[config.mk]
export PLATFORM = sky130hd
export DESIGN_NAME = id_stage
export DESIGN_NICKNAME = d
export VERILOG_FILES = /design/src/id_pkg.sv /design/src/id_imm_gen.sv /design/src/id_decoder.sv /design/src/id_regfile.sv /design/src/id_operand_mux.sv /design/src/id_branch_unit.sv /design/src/id_stage.sv
export SDC_FILE = /design/constraint.sdc
export NUM_CORES = 2
export LEC_CHECK = 0
export ABC_AREA = 1
export BUFFER_PORTS_ARGS = -buffer_cell sky130_fd_sc_hd__buf_2
export CAP_MARGIN = 20
export CORE_AREA = 2 2 433 435
export DETAILED_ROUTE_END_ITERATION = 8
export DIE_AREA = 0 0 435 437
export HOLD_SLACK_MARGIN = 0.15
export PLACE_DENSITY = 0.64
export SYNTH_ARGS = -nofsm -noshare
export SYNTH_HDL_FRONTEND = slang
export SYNTH_HIERARCHICAL = 1
export SYNTH_SLANG_ARGS = --single-unit
[constraint.sdc]
create_clock -name clk_i -period 4.55 [get_ports clk_i]
set_input_delay 0.6825 -clock clk_i [delete_from_list [all_inputs] [get_ports clk_i]]
set_output_delay 0.6825 -clock clk_i [all_outputs]
set_load 0.01 [all_outputs]
[src/id_pkg.sv]
package id_pkg;

    localparam int XLEN       = 32;
    localparam int REG_ADDR_W = 5;

    typedef logic [XLEN-1:0]       word_t;
    typedef logic [REG_ADDR_W-1:0] reg_addr_t;

    // RV32I major opcodes
    localparam logic [6:0] OPC_I_ALU  = 7'b0010011;
    localparam logic [6:0] OPC_R      = 7'b0110011;
    localparam logic [6:0] OPC_JAL    = 7'b1101111;
    localparam logic [6:0] OPC_JALR   = 7'b1100111;
    localparam logic [6:0] OPC_BRANCH = 7'b1100011;
    localparam logic [6:0] OPC_LUI    = 7'b0110111;
    localparam logic [6:0] OPC_AUIPC  = 7'b0010111;

    localparam logic [2:0] F3_ADD  = 3'b000;
    localparam logic [2:0] F3_SLL  = 3'b001;
    localparam logic [2:0] F3_SLT  = 3'b010;
    localparam logic [2:0] F3_SLTU = 3'b011;
    localparam logic [2:0] F3_XOR  = 3'b100;
    localparam logic [2:0] F3_SR   = 3'b101;
    localparam logic [2:0] F3_OR   = 3'b110;
    localparam logic [2:0] F3_AND  = 3'b111;

    localparam logic [2:0] F3_BEQ  = 3'b000;
    localparam logic [2:0] F3_BNE  = 3'b001;
    localparam logic [2:0] F3_BLT  = 3'b100;
    localparam logic [2:0] F3_BGE  = 3'b101;
    localparam logic [2:0] F3_BLTU = 3'b110;
    localparam logic [2:0] F3_BGEU = 3'b111;

    localparam logic [6:0] F7_BASE = 7'b0000000; // ADD, SRL
    localparam logic [6:0] F7_ALT  = 7'b0100000; // SUB, SRA

    typedef enum logic [7:0] {
        ALU_NOP,
        ALU_ADD, ALU_SUB, ALU_SLL, ALU_SLT, ALU_SLTU,
        ALU_XOR, ALU_OR, ALU_AND, ALU_SRL, ALU_SRA,
        ALU_ADDI, ALU_SLTI, ALU_SLTIU, ALU_XORI, ALU_ORI,
        ALU_ANDI, ALU_SLLI, ALU_SRLI, ALU_SRAI,
        ALU_LUI, ALU_AUIPC, ALU_JAL, ALU_JALR,
        ALU_BEQ, ALU_BNE, ALU_BLT, ALU_BGE, ALU_BLTU, ALU_BGEU
    } alu_op_e;

    typedef enum logic [2:0] {
        CLS_NONE,
        CLS_ALU,
        CLS_BRANCH,
        CLS_JAL,
        CLS_JALR,
        CLS_UPPER
    } inst_class_e;

    typedef struct packed {
        logic      we;
        reg_addr_t rd;
        word_t     data;
    } fwd_t;

    typedef struct packed {
        logic      we;
        reg_addr_t addr;
        word_t     data;
    } wb_t;

    typedef struct packed {
        alu_op_e     alu_op;
        inst_class_e cls;
        logic        rs1_read;
        logic        rs2_read;
        reg_addr_t   rs1;
        reg_addr_t   rs2;
        reg_addr_t   rd;
        logic        we;
        logic        auipc;
    } dec_t;

    typedef struct packed {
        logic      valid;
        alu_op_e   alu_op;
        reg_addr_t rd;
        logic      we;
        word_t     op1;
        word_t     op2;
        word_t     imm;
        word_t     link;
    } id_ex_t;

    typedef struct packed {
        logic  taken;
        word_t target;
    } redirect_t;

endpackage

[src/id_imm_gen.sv]
`timescale 1ns/1ps

module id_imm_gen import id_pkg::*; (
    input  word_t inst_i,
    output word_t imm_o
);

    logic [6:0] opcode;
    logic [2:0] funct3;

    assign opcode = inst_i[6:0];
    assign funct3 = inst_i[14:12];

    always_comb
    begin
        case (opcode)
            OPC_I_ALU:
            begin
                if (funct3 == F3_SLL || funct3 == F3_SR)
                    imm_o = {{(XLEN-5){1'b0}}, inst_i[24:20]}; // Shift amount only
                else
                    imm_o = {{(XLEN-12){inst_i[31]}}, inst_i[31:20]};
            end
            OPC_JALR:
                imm_o = {{(XLEN-12){inst_i[31]}}, inst_i[31:20]};
            OPC_BRANCH:
                imm_o = {{(XLEN-13){inst_i[31]}}, inst_i[31], inst_i[7],
                         inst_i[30:25], inst_i[11:8], 1'b0};
            OPC_JAL:
                imm_o = {{(XLEN-21){inst_i[31]}}, inst_i[31], inst_i[19:12],
                         inst_i[20], inst_i[30:21], 1'b0};
            OPC_LUI, OPC_AUIPC:
                imm_o = {inst_i[31:12], 12'b0};
            default:
                imm_o = '0;
        endcase
    end

endmodule

[src/id_decoder.sv]
`timescale 1ns/1ps

module id_decoder import id_pkg::*; (
    input  word_t inst_i,
    output dec_t  dec_o
);

    logic [6:0] opcode;
    logic [2:0] funct3;
    logic [6:0] funct7;
    logic       funct_ok;

    assign opcode = inst_i[6:0];
    assign funct3 = inst_i[14:12];
    assign funct7 = inst_i[31:25];

    always_comb
    begin
        dec_o          = '0;
        dec_o.alu_op   = ALU_NOP;
        dec_o.cls      = CLS_NONE;
        dec_o.rs1      = inst_i[19:15];
        dec_o.rs2      = inst_i[24:20];
        dec_o.rd       = inst_i[11:7];
        funct_ok       = 1'b1;

        case (opcode)
            OPC_I_ALU:
            begin
                dec_o.cls      = CLS_ALU;
                dec_o.rs1_read = 1'b1;
                dec_o.we       = 1'b1;
                case (funct3)
                    F3_ADD:
                        dec_o.alu_op = ALU_ADDI;
                    F3_SLT:
                        dec_o.alu_op = ALU_SLTI;
                    F3_SLTU:
                        dec_o.alu_op = ALU_SLTIU;
                    F3_XOR:
                        dec_o.alu_op = ALU_XORI;
                    F3_OR:
                        dec_o.alu_op = ALU_ORI;
                    F3_AND:
                        dec_o.alu_op = ALU_ANDI;
                    F3_SLL:
                        dec_o.alu_op = ALU_SLLI;
                    default:
                    begin
                        if (funct7 == F7_BASE)
                            dec_o.alu_op = ALU_SRLI;
                        else if (funct7 == F7_ALT)
                            dec_o.alu_op = ALU_SRAI;
                        else
                            funct_ok = 1'b0;
                    end
                endcase
            end
            OPC_R:
            begin
                dec_o.cls      = CLS_ALU;
                dec_o.rs1_read = 1'b1;
                dec_o.rs2_read = 1'b1;
                dec_o.we       = 1'b1;
                case (funct3)
                    F3_ADD:
                    begin
                        if (funct7 == F7_BASE)
                            dec_o.alu_op = ALU_ADD;
                        else if (funct7 == F7_ALT)
                            dec_o.alu_op = ALU_SUB;
                        else
                            funct_ok = 1'b0;
                    end
                    F3_SR:
                    begin
                        if (funct7 == F7_BASE)
                            dec_o.alu_op = ALU_SRL;
                        else if (funct7 == F7_ALT)
                            dec_o.alu_op = ALU_SRA;
                        else
                            funct_ok = 1'b0;
                    end
                    F3_SLL:
                        dec_o.alu_op = ALU_SLL;
                    F3_SLT:
                        dec_o.alu_op = ALU_SLT;
                    F3_SLTU:
                        dec_o.alu_op = ALU_SLTU;
                    F3_XOR:
                        dec_o.alu_op = ALU_XOR;
                    F3_OR:
                        dec_o.alu_op = ALU_OR;
                    default:
                        dec_o.alu_op = ALU_AND;
                endcase
            end
            OPC_BRANCH:
            begin
                dec_o.cls      = CLS_BRANCH;
                dec_o.rs1_read = 1'b1;
                dec_o.rs2_read = 1'b1;
                case (funct3)
                    F3_BEQ:
                        dec_o.alu_op = ALU_BEQ;
                    F3_BNE:
                        dec_o.alu_op = ALU_BNE;
                    F3_BLT:
                        dec_o.alu_op = ALU_BLT;
                    F3_BGE:
                        dec_o.alu_op = ALU_BGE;
                    F3_BLTU:
                        dec_o.alu_op = ALU_BLTU;
                    F3_BGEU:
                        dec_o.alu_op = ALU_BGEU;
                    default:
                        funct_ok = 1'b0; // 010 and 011 are reserved
                endcase
            end
            OPC_JAL:
            begin
                dec_o.cls    = CLS_JAL;
                dec_o.alu_op = ALU_JAL;
                dec_o.we     = 1'b1;
            end
            OPC_JALR:
            begin
                dec_o.cls      = CLS_JALR;
                dec_o.alu_op   = ALU_JALR;
                dec_o.rs1_read = 1'b1;
                dec_o.we       = 1'b1;
            end
            OPC_LUI:
            begin
                dec_o.cls    = CLS_UPPER;
                dec_o.alu_op = ALU_LUI;
                dec_o.we     = 1'b1;
            end
            OPC_AUIPC:
            begin
                dec_o.cls    = CLS_UPPER;
                dec_o.alu_op = ALU_AUIPC;
                dec_o.we     = 1'b1;
                dec_o.auipc  = 1'b1; // Operand 1 takes the pc
            end
            default:
            begin
            end
        endcase

        if (!funct_ok)
        begin
            dec_o.alu_op   = ALU_NOP;
            dec_o.cls      = CLS_NONE;
            dec_o.rs1_read = 1'b0;
            dec_o.rs2_read = 1'b0;
            dec_o.we       = 1'b0;
        end
    end

endmodule

[src/id_regfile.sv]
`timescale 1ns/1ps

module id_regfile import id_pkg::*; #(
    parameter int NUM_REGS = 32
) (
    input  logic      clk_i,
    input  logic      rst_n_i,
    input  wb_t       wb_i,
    input  reg_addr_t rs1_i,
    input  reg_addr_t rs2_i,
    output word_t     rdata1_o,
    output word_t     rdata2_o
);

    word_t regs [NUM_REGS];

    always_ff @(posedge clk_i)
    begin
        if (!rst_n_i)
        begin
            for (int i = 0; i < NUM_REGS; i++)
            begin
                regs[i] <= '0;
            end
        end
        else if (wb_i.we && wb_i.addr != '0)
        begin
            regs[wb_i.addr] <= wb_i.data;
        end
    end

    // Same-cycle read sees the old value
    assign rdata1_o = (rs1_i == '0) ? '0 : regs[rs1_i];
    assign rdata2_o = (rs2_i == '0) ? '0 : regs[rs2_i];

endmodule

[src/id_operand_mux.sv]
`timescale 1ns/1ps

module id_operand_mux import id_pkg::*; (
    input  logic      read_i,
    input  reg_addr_t addr_i,
    input  word_t     rf_data_i,
    input  word_t     alt_i,
    input  fwd_t      ex_fwd_i,
    input  fwd_t      mem_fwd_i,
    output word_t     op_o
);

    logic ex_hit;
    logic mem_hit;

    // x0 never matches a forward
    assign ex_hit  = ex_fwd_i.we && ex_fwd_i.rd == addr_i && addr_i != '0;
    assign mem_hit = mem_fwd_i.we && mem_fwd_i.rd == addr_i && addr_i != '0;

    always_comb
    begin
        if (!read_i)
            op_o = alt_i; // Immediate or pc
        else if (ex_hit)
            op_o = ex_fwd_i.data; // Execute beats memory
        else if (mem_hit)
            op_o = mem_fwd_i.data;
        else
            op_o = rf_data_i;
    end

endmodule

[src/id_branch_unit.sv]
`timescale 1ns/1ps

module id_branch_unit import id_pkg::*; (
    input  dec_t      dec_i,
    input  word_t     pc_i,
    input  word_t     op1_i,
    input  word_t     op2_i,
    input  word_t     imm_i,
    output redirect_t redirect_o,
    output word_t     link_o
);

    logic  eq;
    logic  lt_s;
    logic  lt_u;
    logic  cond;
    word_t pc_target;
    word_t jalr_sum;

    assign eq   = op1_i == op2_i;
    assign lt_s = $signed(op1_i) < $signed(op2_i);
    assign lt_u = op1_i < op2_i;

    assign pc_target = pc_i + imm_i;
    assign jalr_sum  = op1_i + imm_i;
    assign link_o    = pc_i + 32'd4;

    always_comb
    begin
        case (dec_i.alu_op)
            ALU_BEQ:
                cond = eq;
            ALU_BNE:
                cond = !eq;
            ALU_BLT:
                cond = lt_s;
            ALU_BGE:
                cond = !lt_s;
            ALU_BLTU:
                cond = lt_u;
            ALU_BGEU:
                cond = !lt_u;
            default:
                cond = 1'b0;
        endcase
    end

    always_comb
    begin
        redirect_o.taken  = 1'b0;
        redirect_o.target = pc_target;
        case (dec_i.cls)
            CLS_BRANCH:
                redirect_o.taken = cond;
            CLS_JAL:
                redirect_o.taken = 1'b1;
            CLS_JALR:
            begin
                redirect_o.taken  = 1'b1;
                redirect_o.target = {jalr_sum[XLEN-1:1], 1'b0}; // Bit 0 cleared
            end
            default:
            begin
            end
        endcase
    end

endmodule

[src/id_stage.sv]
`timescale 1ns/1ps

module id_stage import id_pkg::*; #(
    parameter int NUM_REGS = 32
) (
    input  logic      clk_i,
    input  logic      rst_n_i,
    input  logic      rdy_i,
    input  logic      ignore_i,
    input  word_t     pc_i,
    input  word_t     inst_i,
    input  wb_t       wb_i,
    input  fwd_t      ex_fwd_i,
    input  fwd_t      mem_fwd_i,
    output id_ex_t    id_ex_o,
    output redirect_t redirect_o,
    output logic      next_ignore_o
);

    word_t     imm;
    dec_t      dec;
    word_t     rf_data1;
    word_t     rf_data2;
    word_t     op1_alt;
    word_t     op1;
    word_t     op2;
    word_t     link;
    redirect_t redirect_d;
    id_ex_t    id_ex_d;

    id_imm_gen u_imm_gen (
        .inst_i (inst_i),
        .imm_o  (imm)
    );

    id_decoder u_decoder (
        .inst_i (inst_i),
        .dec_o  (dec)
    );

    id_regfile #(
        .NUM_REGS (NUM_REGS)
    ) u_regfile (
        .clk_i    (clk_i),
        .rst_n_i  (rst_n_i),
        .wb_i     (wb_i),
        .rs1_i    (dec.rs1),
        .rs2_i    (dec.rs2),
        .rdata1_o (rf_data1),
        .rdata2_o (rf_data2)
    );

    assign op1_alt = dec.auipc ? pc_i : imm;

    id_operand_mux u_op1_mux (
        .read_i    (dec.rs1_read),
        .addr_i    (dec.rs1),
        .rf_data_i (rf_data1),
        .alt_i     (op1_alt),
        .ex_fwd_i  (ex_fwd_i),
        .mem_fwd_i (mem_fwd_i),
        .op_o      (op1)
    );

    id_operand_mux u_op2_mux (
        .read_i    (dec.rs2_read),
        .addr_i    (dec.rs2),
        .rf_data_i (rf_data2),
        .alt_i     (imm),
        .ex_fwd_i  (ex_fwd_i),
        .mem_fwd_i (mem_fwd_i),
        .op_o      (op2)
    );

    id_branch_unit u_branch (
        .dec_i      (dec),
        .pc_i       (pc_i),
        .op1_i      (op1),
        .op2_i      (op2),
        .imm_i      (imm),
        .redirect_o (redirect_d),
        .link_o     (link)
    );

    always_comb
    begin
        id_ex_d.valid  = 1'b1;
        id_ex_d.alu_op = dec.alu_op;
        id_ex_d.rd     = dec.rd;
        id_ex_d.we     = dec.we;
        id_ex_d.op1    = op1;
        id_ex_d.op2    = op2;
        id_ex_d.imm    = imm;
        id_ex_d.link   = link;
    end

    always_ff @(posedge clk_i)
    begin
        if (!rst_n_i)
        begin
            id_ex_o    <= '0;
            redirect_o <= '0;
        end
        else if (rdy_i) // Hold while not ready
        begin
            if (ignore_i)
            begin
                id_ex_o    <= '0; // Bubble
                redirect_o <= '0;
            end
            else
            begin
                id_ex_o    <= id_ex_d;
                redirect_o <= redirect_d;
            end
        end
    end

    // Squash the instruction fetched behind a taken jump
    assign next_ignore_o = redirect_o.taken;

endmodule

==> metrics <==
outcome=complete, no violations; slew at the pin closest to its max-slew limit=a little over 1 ns; clk buf depth=3; Final Power=about 0.030 W; final WL=about 350000 µm; core area=approximately 0.19 mm²; fin util=a little under half; part of the Yosys area used for sequential elements=a little under half; leakage=between 30 and 40 nW; Synth Flop Type=edfxtp_1; Sw Ratio=between 20% and 30%; pin count of the biggest net entering global routing=116; Net count, final=roughly 11000; Synth top area share=about two fifths; Arrival @ worst endpoint=approximately 5.2 ns; routed len/inst=between 20 and 30 µm; CP max-delay cell=buf_4; Worst path most repeated cell=nand2_1; most common cell after layout, fill and taps aside=nand2_1; htree depth=4; fin worst setup slack=0.109 ns; Synth area leaders=edfxtp_1, nand2_1, nor2_1; clock skew=0.0367 ns; final worst path period need=around 4.4 ns; gr usage total=36.0%; Synth Warn #=6; die height=about 440 µm; Slew HR=between 30% and 40%; first-pass GRT wire length=just over 500000 µm; biggest cell delay along the critical path=between 0.3 and 0.4 ns; Seq pwr share=between 40 and 50%; later-pin clock latency in the skew report=0.82 ns; postcts setup bufs=0; internal cell power=0.0209 W; Post-Synthesis Mean Instance Area=approximately 7.2 µm²; Post-route DRC=0; CTS tree=yes; Gate power share=16.8%; total die area=around 0.19 mm²; CTS sink count=1200; most frequent cells in the layout=nand2_1, nor2_1, nand3_1; met1 WL=131000 µm; DRT Pass-1 Iters=7; IO buf count=roughly 360; synth-to-layout area growth=20.2%; worst vdd ir=about 0.00033 V; via density per instance=5.79; Setup Slack @ Placement=-0.696 ns; Required @ worst endpoint=approximately 5.3 ns; io pins=around 360; fill cell count=18100; DR top layer=met5; total grt overflow=0; ys async rst share=0%; hold_ws=about 0.21 ns; Num CTS Buffers=141; clock-pin transition on the worst setup and hold timing paths=roughly 0.06 ns; antenna-violating nets left=0; vias in the first global route=between 70000 and 80000; max cap viols=0; met2 wire length=between 150000 and 200000 µm; crit-path max FO=26; Die X=around 440 µm; synthesis-stage register bit count=between 1000 and 1500; crit share post-route=a little over nine tenths; Cells after Synth=10200; Setup violations, final=0; Hold/Removal Path Class=primary input to flip-flop; crit path kind=primary input to flip-flop; Yosys cell types=54; cell taking the most area after synthesis=edfxtp_1; share of cells above drive strength 1=14.9%; Startpoint Class=primary input; net switching power of the design=0.00873 W; max-slew violations=0; RePlAce Congestion=1.02; Mapped Area=between 0.07 and 0.08 mm²; root buffer cell=clkbuf_16; initial core utilization=between 30% and 40%; Post-synth EDFFs=around 1000; fmax=between 0.2 and 0.25 GHz; initial antenna violation count=32; hold violation count in the final report=0; pwr dens=around 330 mW/mm²; FP Rows=158; RSZ-0062 raised after global routing=no; 1st-iter DRT viols=11500; DR vias=~78000; Clock power frac=39.9%; CP endpoint kind=flip-flop; met3 routed WL=between 40000 and 50000 µm; HPWL Detailed=about 250000 µm; reg2reg setup slack=around 0.19 ns
[layer usage]
metal | GRT usage (%) | vias up
li1 | - | 34700
met1 | 45.9 | 36800
met2 | 55.3 | 5555
met3 | 8.07 | 997
met4 | 22.5 | 4
met5 | 0 | -
[metrics by stage]
| stage | instance area (µm²) | setup TNS (ns) | instances |
|---|---|---|---|
| floorplan | 73800 | 0 | 10200 |
| global placement | 83700 | -14.30 | 13200 |
| detailed placement | 83800 | -14.03 | 13200 |
| CTS | 88500 | 0 | 13500 |
| global route | 88600 | 0 | 13500 |
| finish | 88600 | 0 | 13500 |
[synthesized netlist by cell type (7+ instances only)]
cell type	number
nand2_1	2994
nor2_1	1948
nand3_1	1447
edfxtp_1	1024
o21ai_0	487
inv_1	474
a21oi_1	390
clkbuf_1	322
buf_2	314
dfxtp_1	176
ha_1	94
buf_1	75
buf_4	69
o21ai_1	50
o211ai_1	38
nor3_1	27
xor2_1	25
inv_2	22
nand3b_1	18
nand4_1	18
xnor2_1	17
buf_6	15
nor2_4	15
nor2_2	14
a21o_1	13
nand2_2	13
o21a_1	9
a31oi_1	7
o2111ai_1	7
[registers in the layout, indices dropped and copies added (netlist names)]
signal,count
u_regfile/regs,1024
next_ignore_o,1
id_ex_o,143
redirect_o,32
[critical path, delay by kind of cell]
family / cells / cell delay (ns)
buf+inv: 6 / 1.16
simple gates: 15 / 1.72
fa+ha+maj: 1 / 0.32
compound gates: 7 / 1.26
[kinds of logic after synthesis]
logic type | share of synthesized area [%]
xor gates and xnor gates | 0.499
buffers and inverters | 7.67
other | 0.0102
AOI/OAI and AO/OA | 7.23
and+or+nand+nor | 36.4
DFF | 46.5
muxes | 0.0136
adders and majority gates | 1.65
[power groups by stage]
stage	clock [W]	sequential (W)	combinational, W
after global placement	0	0.0130	0.00475
after detailed placement	0	0.0130	0.00478
after global routing	0.0123	0.0128	0.00524
after floorplan	0	0.0129	0.00247
after CTS	0.0119	0.0128	0.00480
final	0.0118	0.0128	0.00499
[repair_timing]
item | in CTS | in global routing
gates resized for setup | 0 | 8
hold buffers | 2 | 0
endpoints found under the setup margin | 0 | 23
endpoints found under the hold margin | 2 | 0
[path summary, 6_finish.rpt]
path	endpoint	cells after the start	startpoint
setup / recovery	redirect_o[29]$_SDFFE_PN0P_	29	inst_i[15]
hold / removal	id_ex_o[130]$_SDFFE_PN0P_	3	inst_i[8]
setup reg to reg	redirect_o[29]$_SDFFE_PN0P_	28	u_regfile/regs[17][2]$_SDFFCE_PN0P_
hold reg to reg	id_ex_o[33]$_SDFFE_PN0P_	2	id_ex_o[33]$_SDFFE_PN0P_
[final cells by class]
| type | count | area, µm² | area share, % |
|---|---|---|---|
| diodes | 21 | 52.6 | 0.0593 |
| clock buffers | 166 | 3720 | 4.20 |
| clock inverters | 90 | 1000 | 1.13 |
| inverters | 503 | 1940 | 2.19 |
| multi-input cells | 7719 | 34000 | 38.4 |
| flip-flops and latches | 1200 | 34300 | 38.7 |
| well taps | 2480 | 3100 | 3.50 |
| repair buffers | 1295 | 10500 | 11.9 |
No activity file was read; power rests on OpenSTA's default activity.
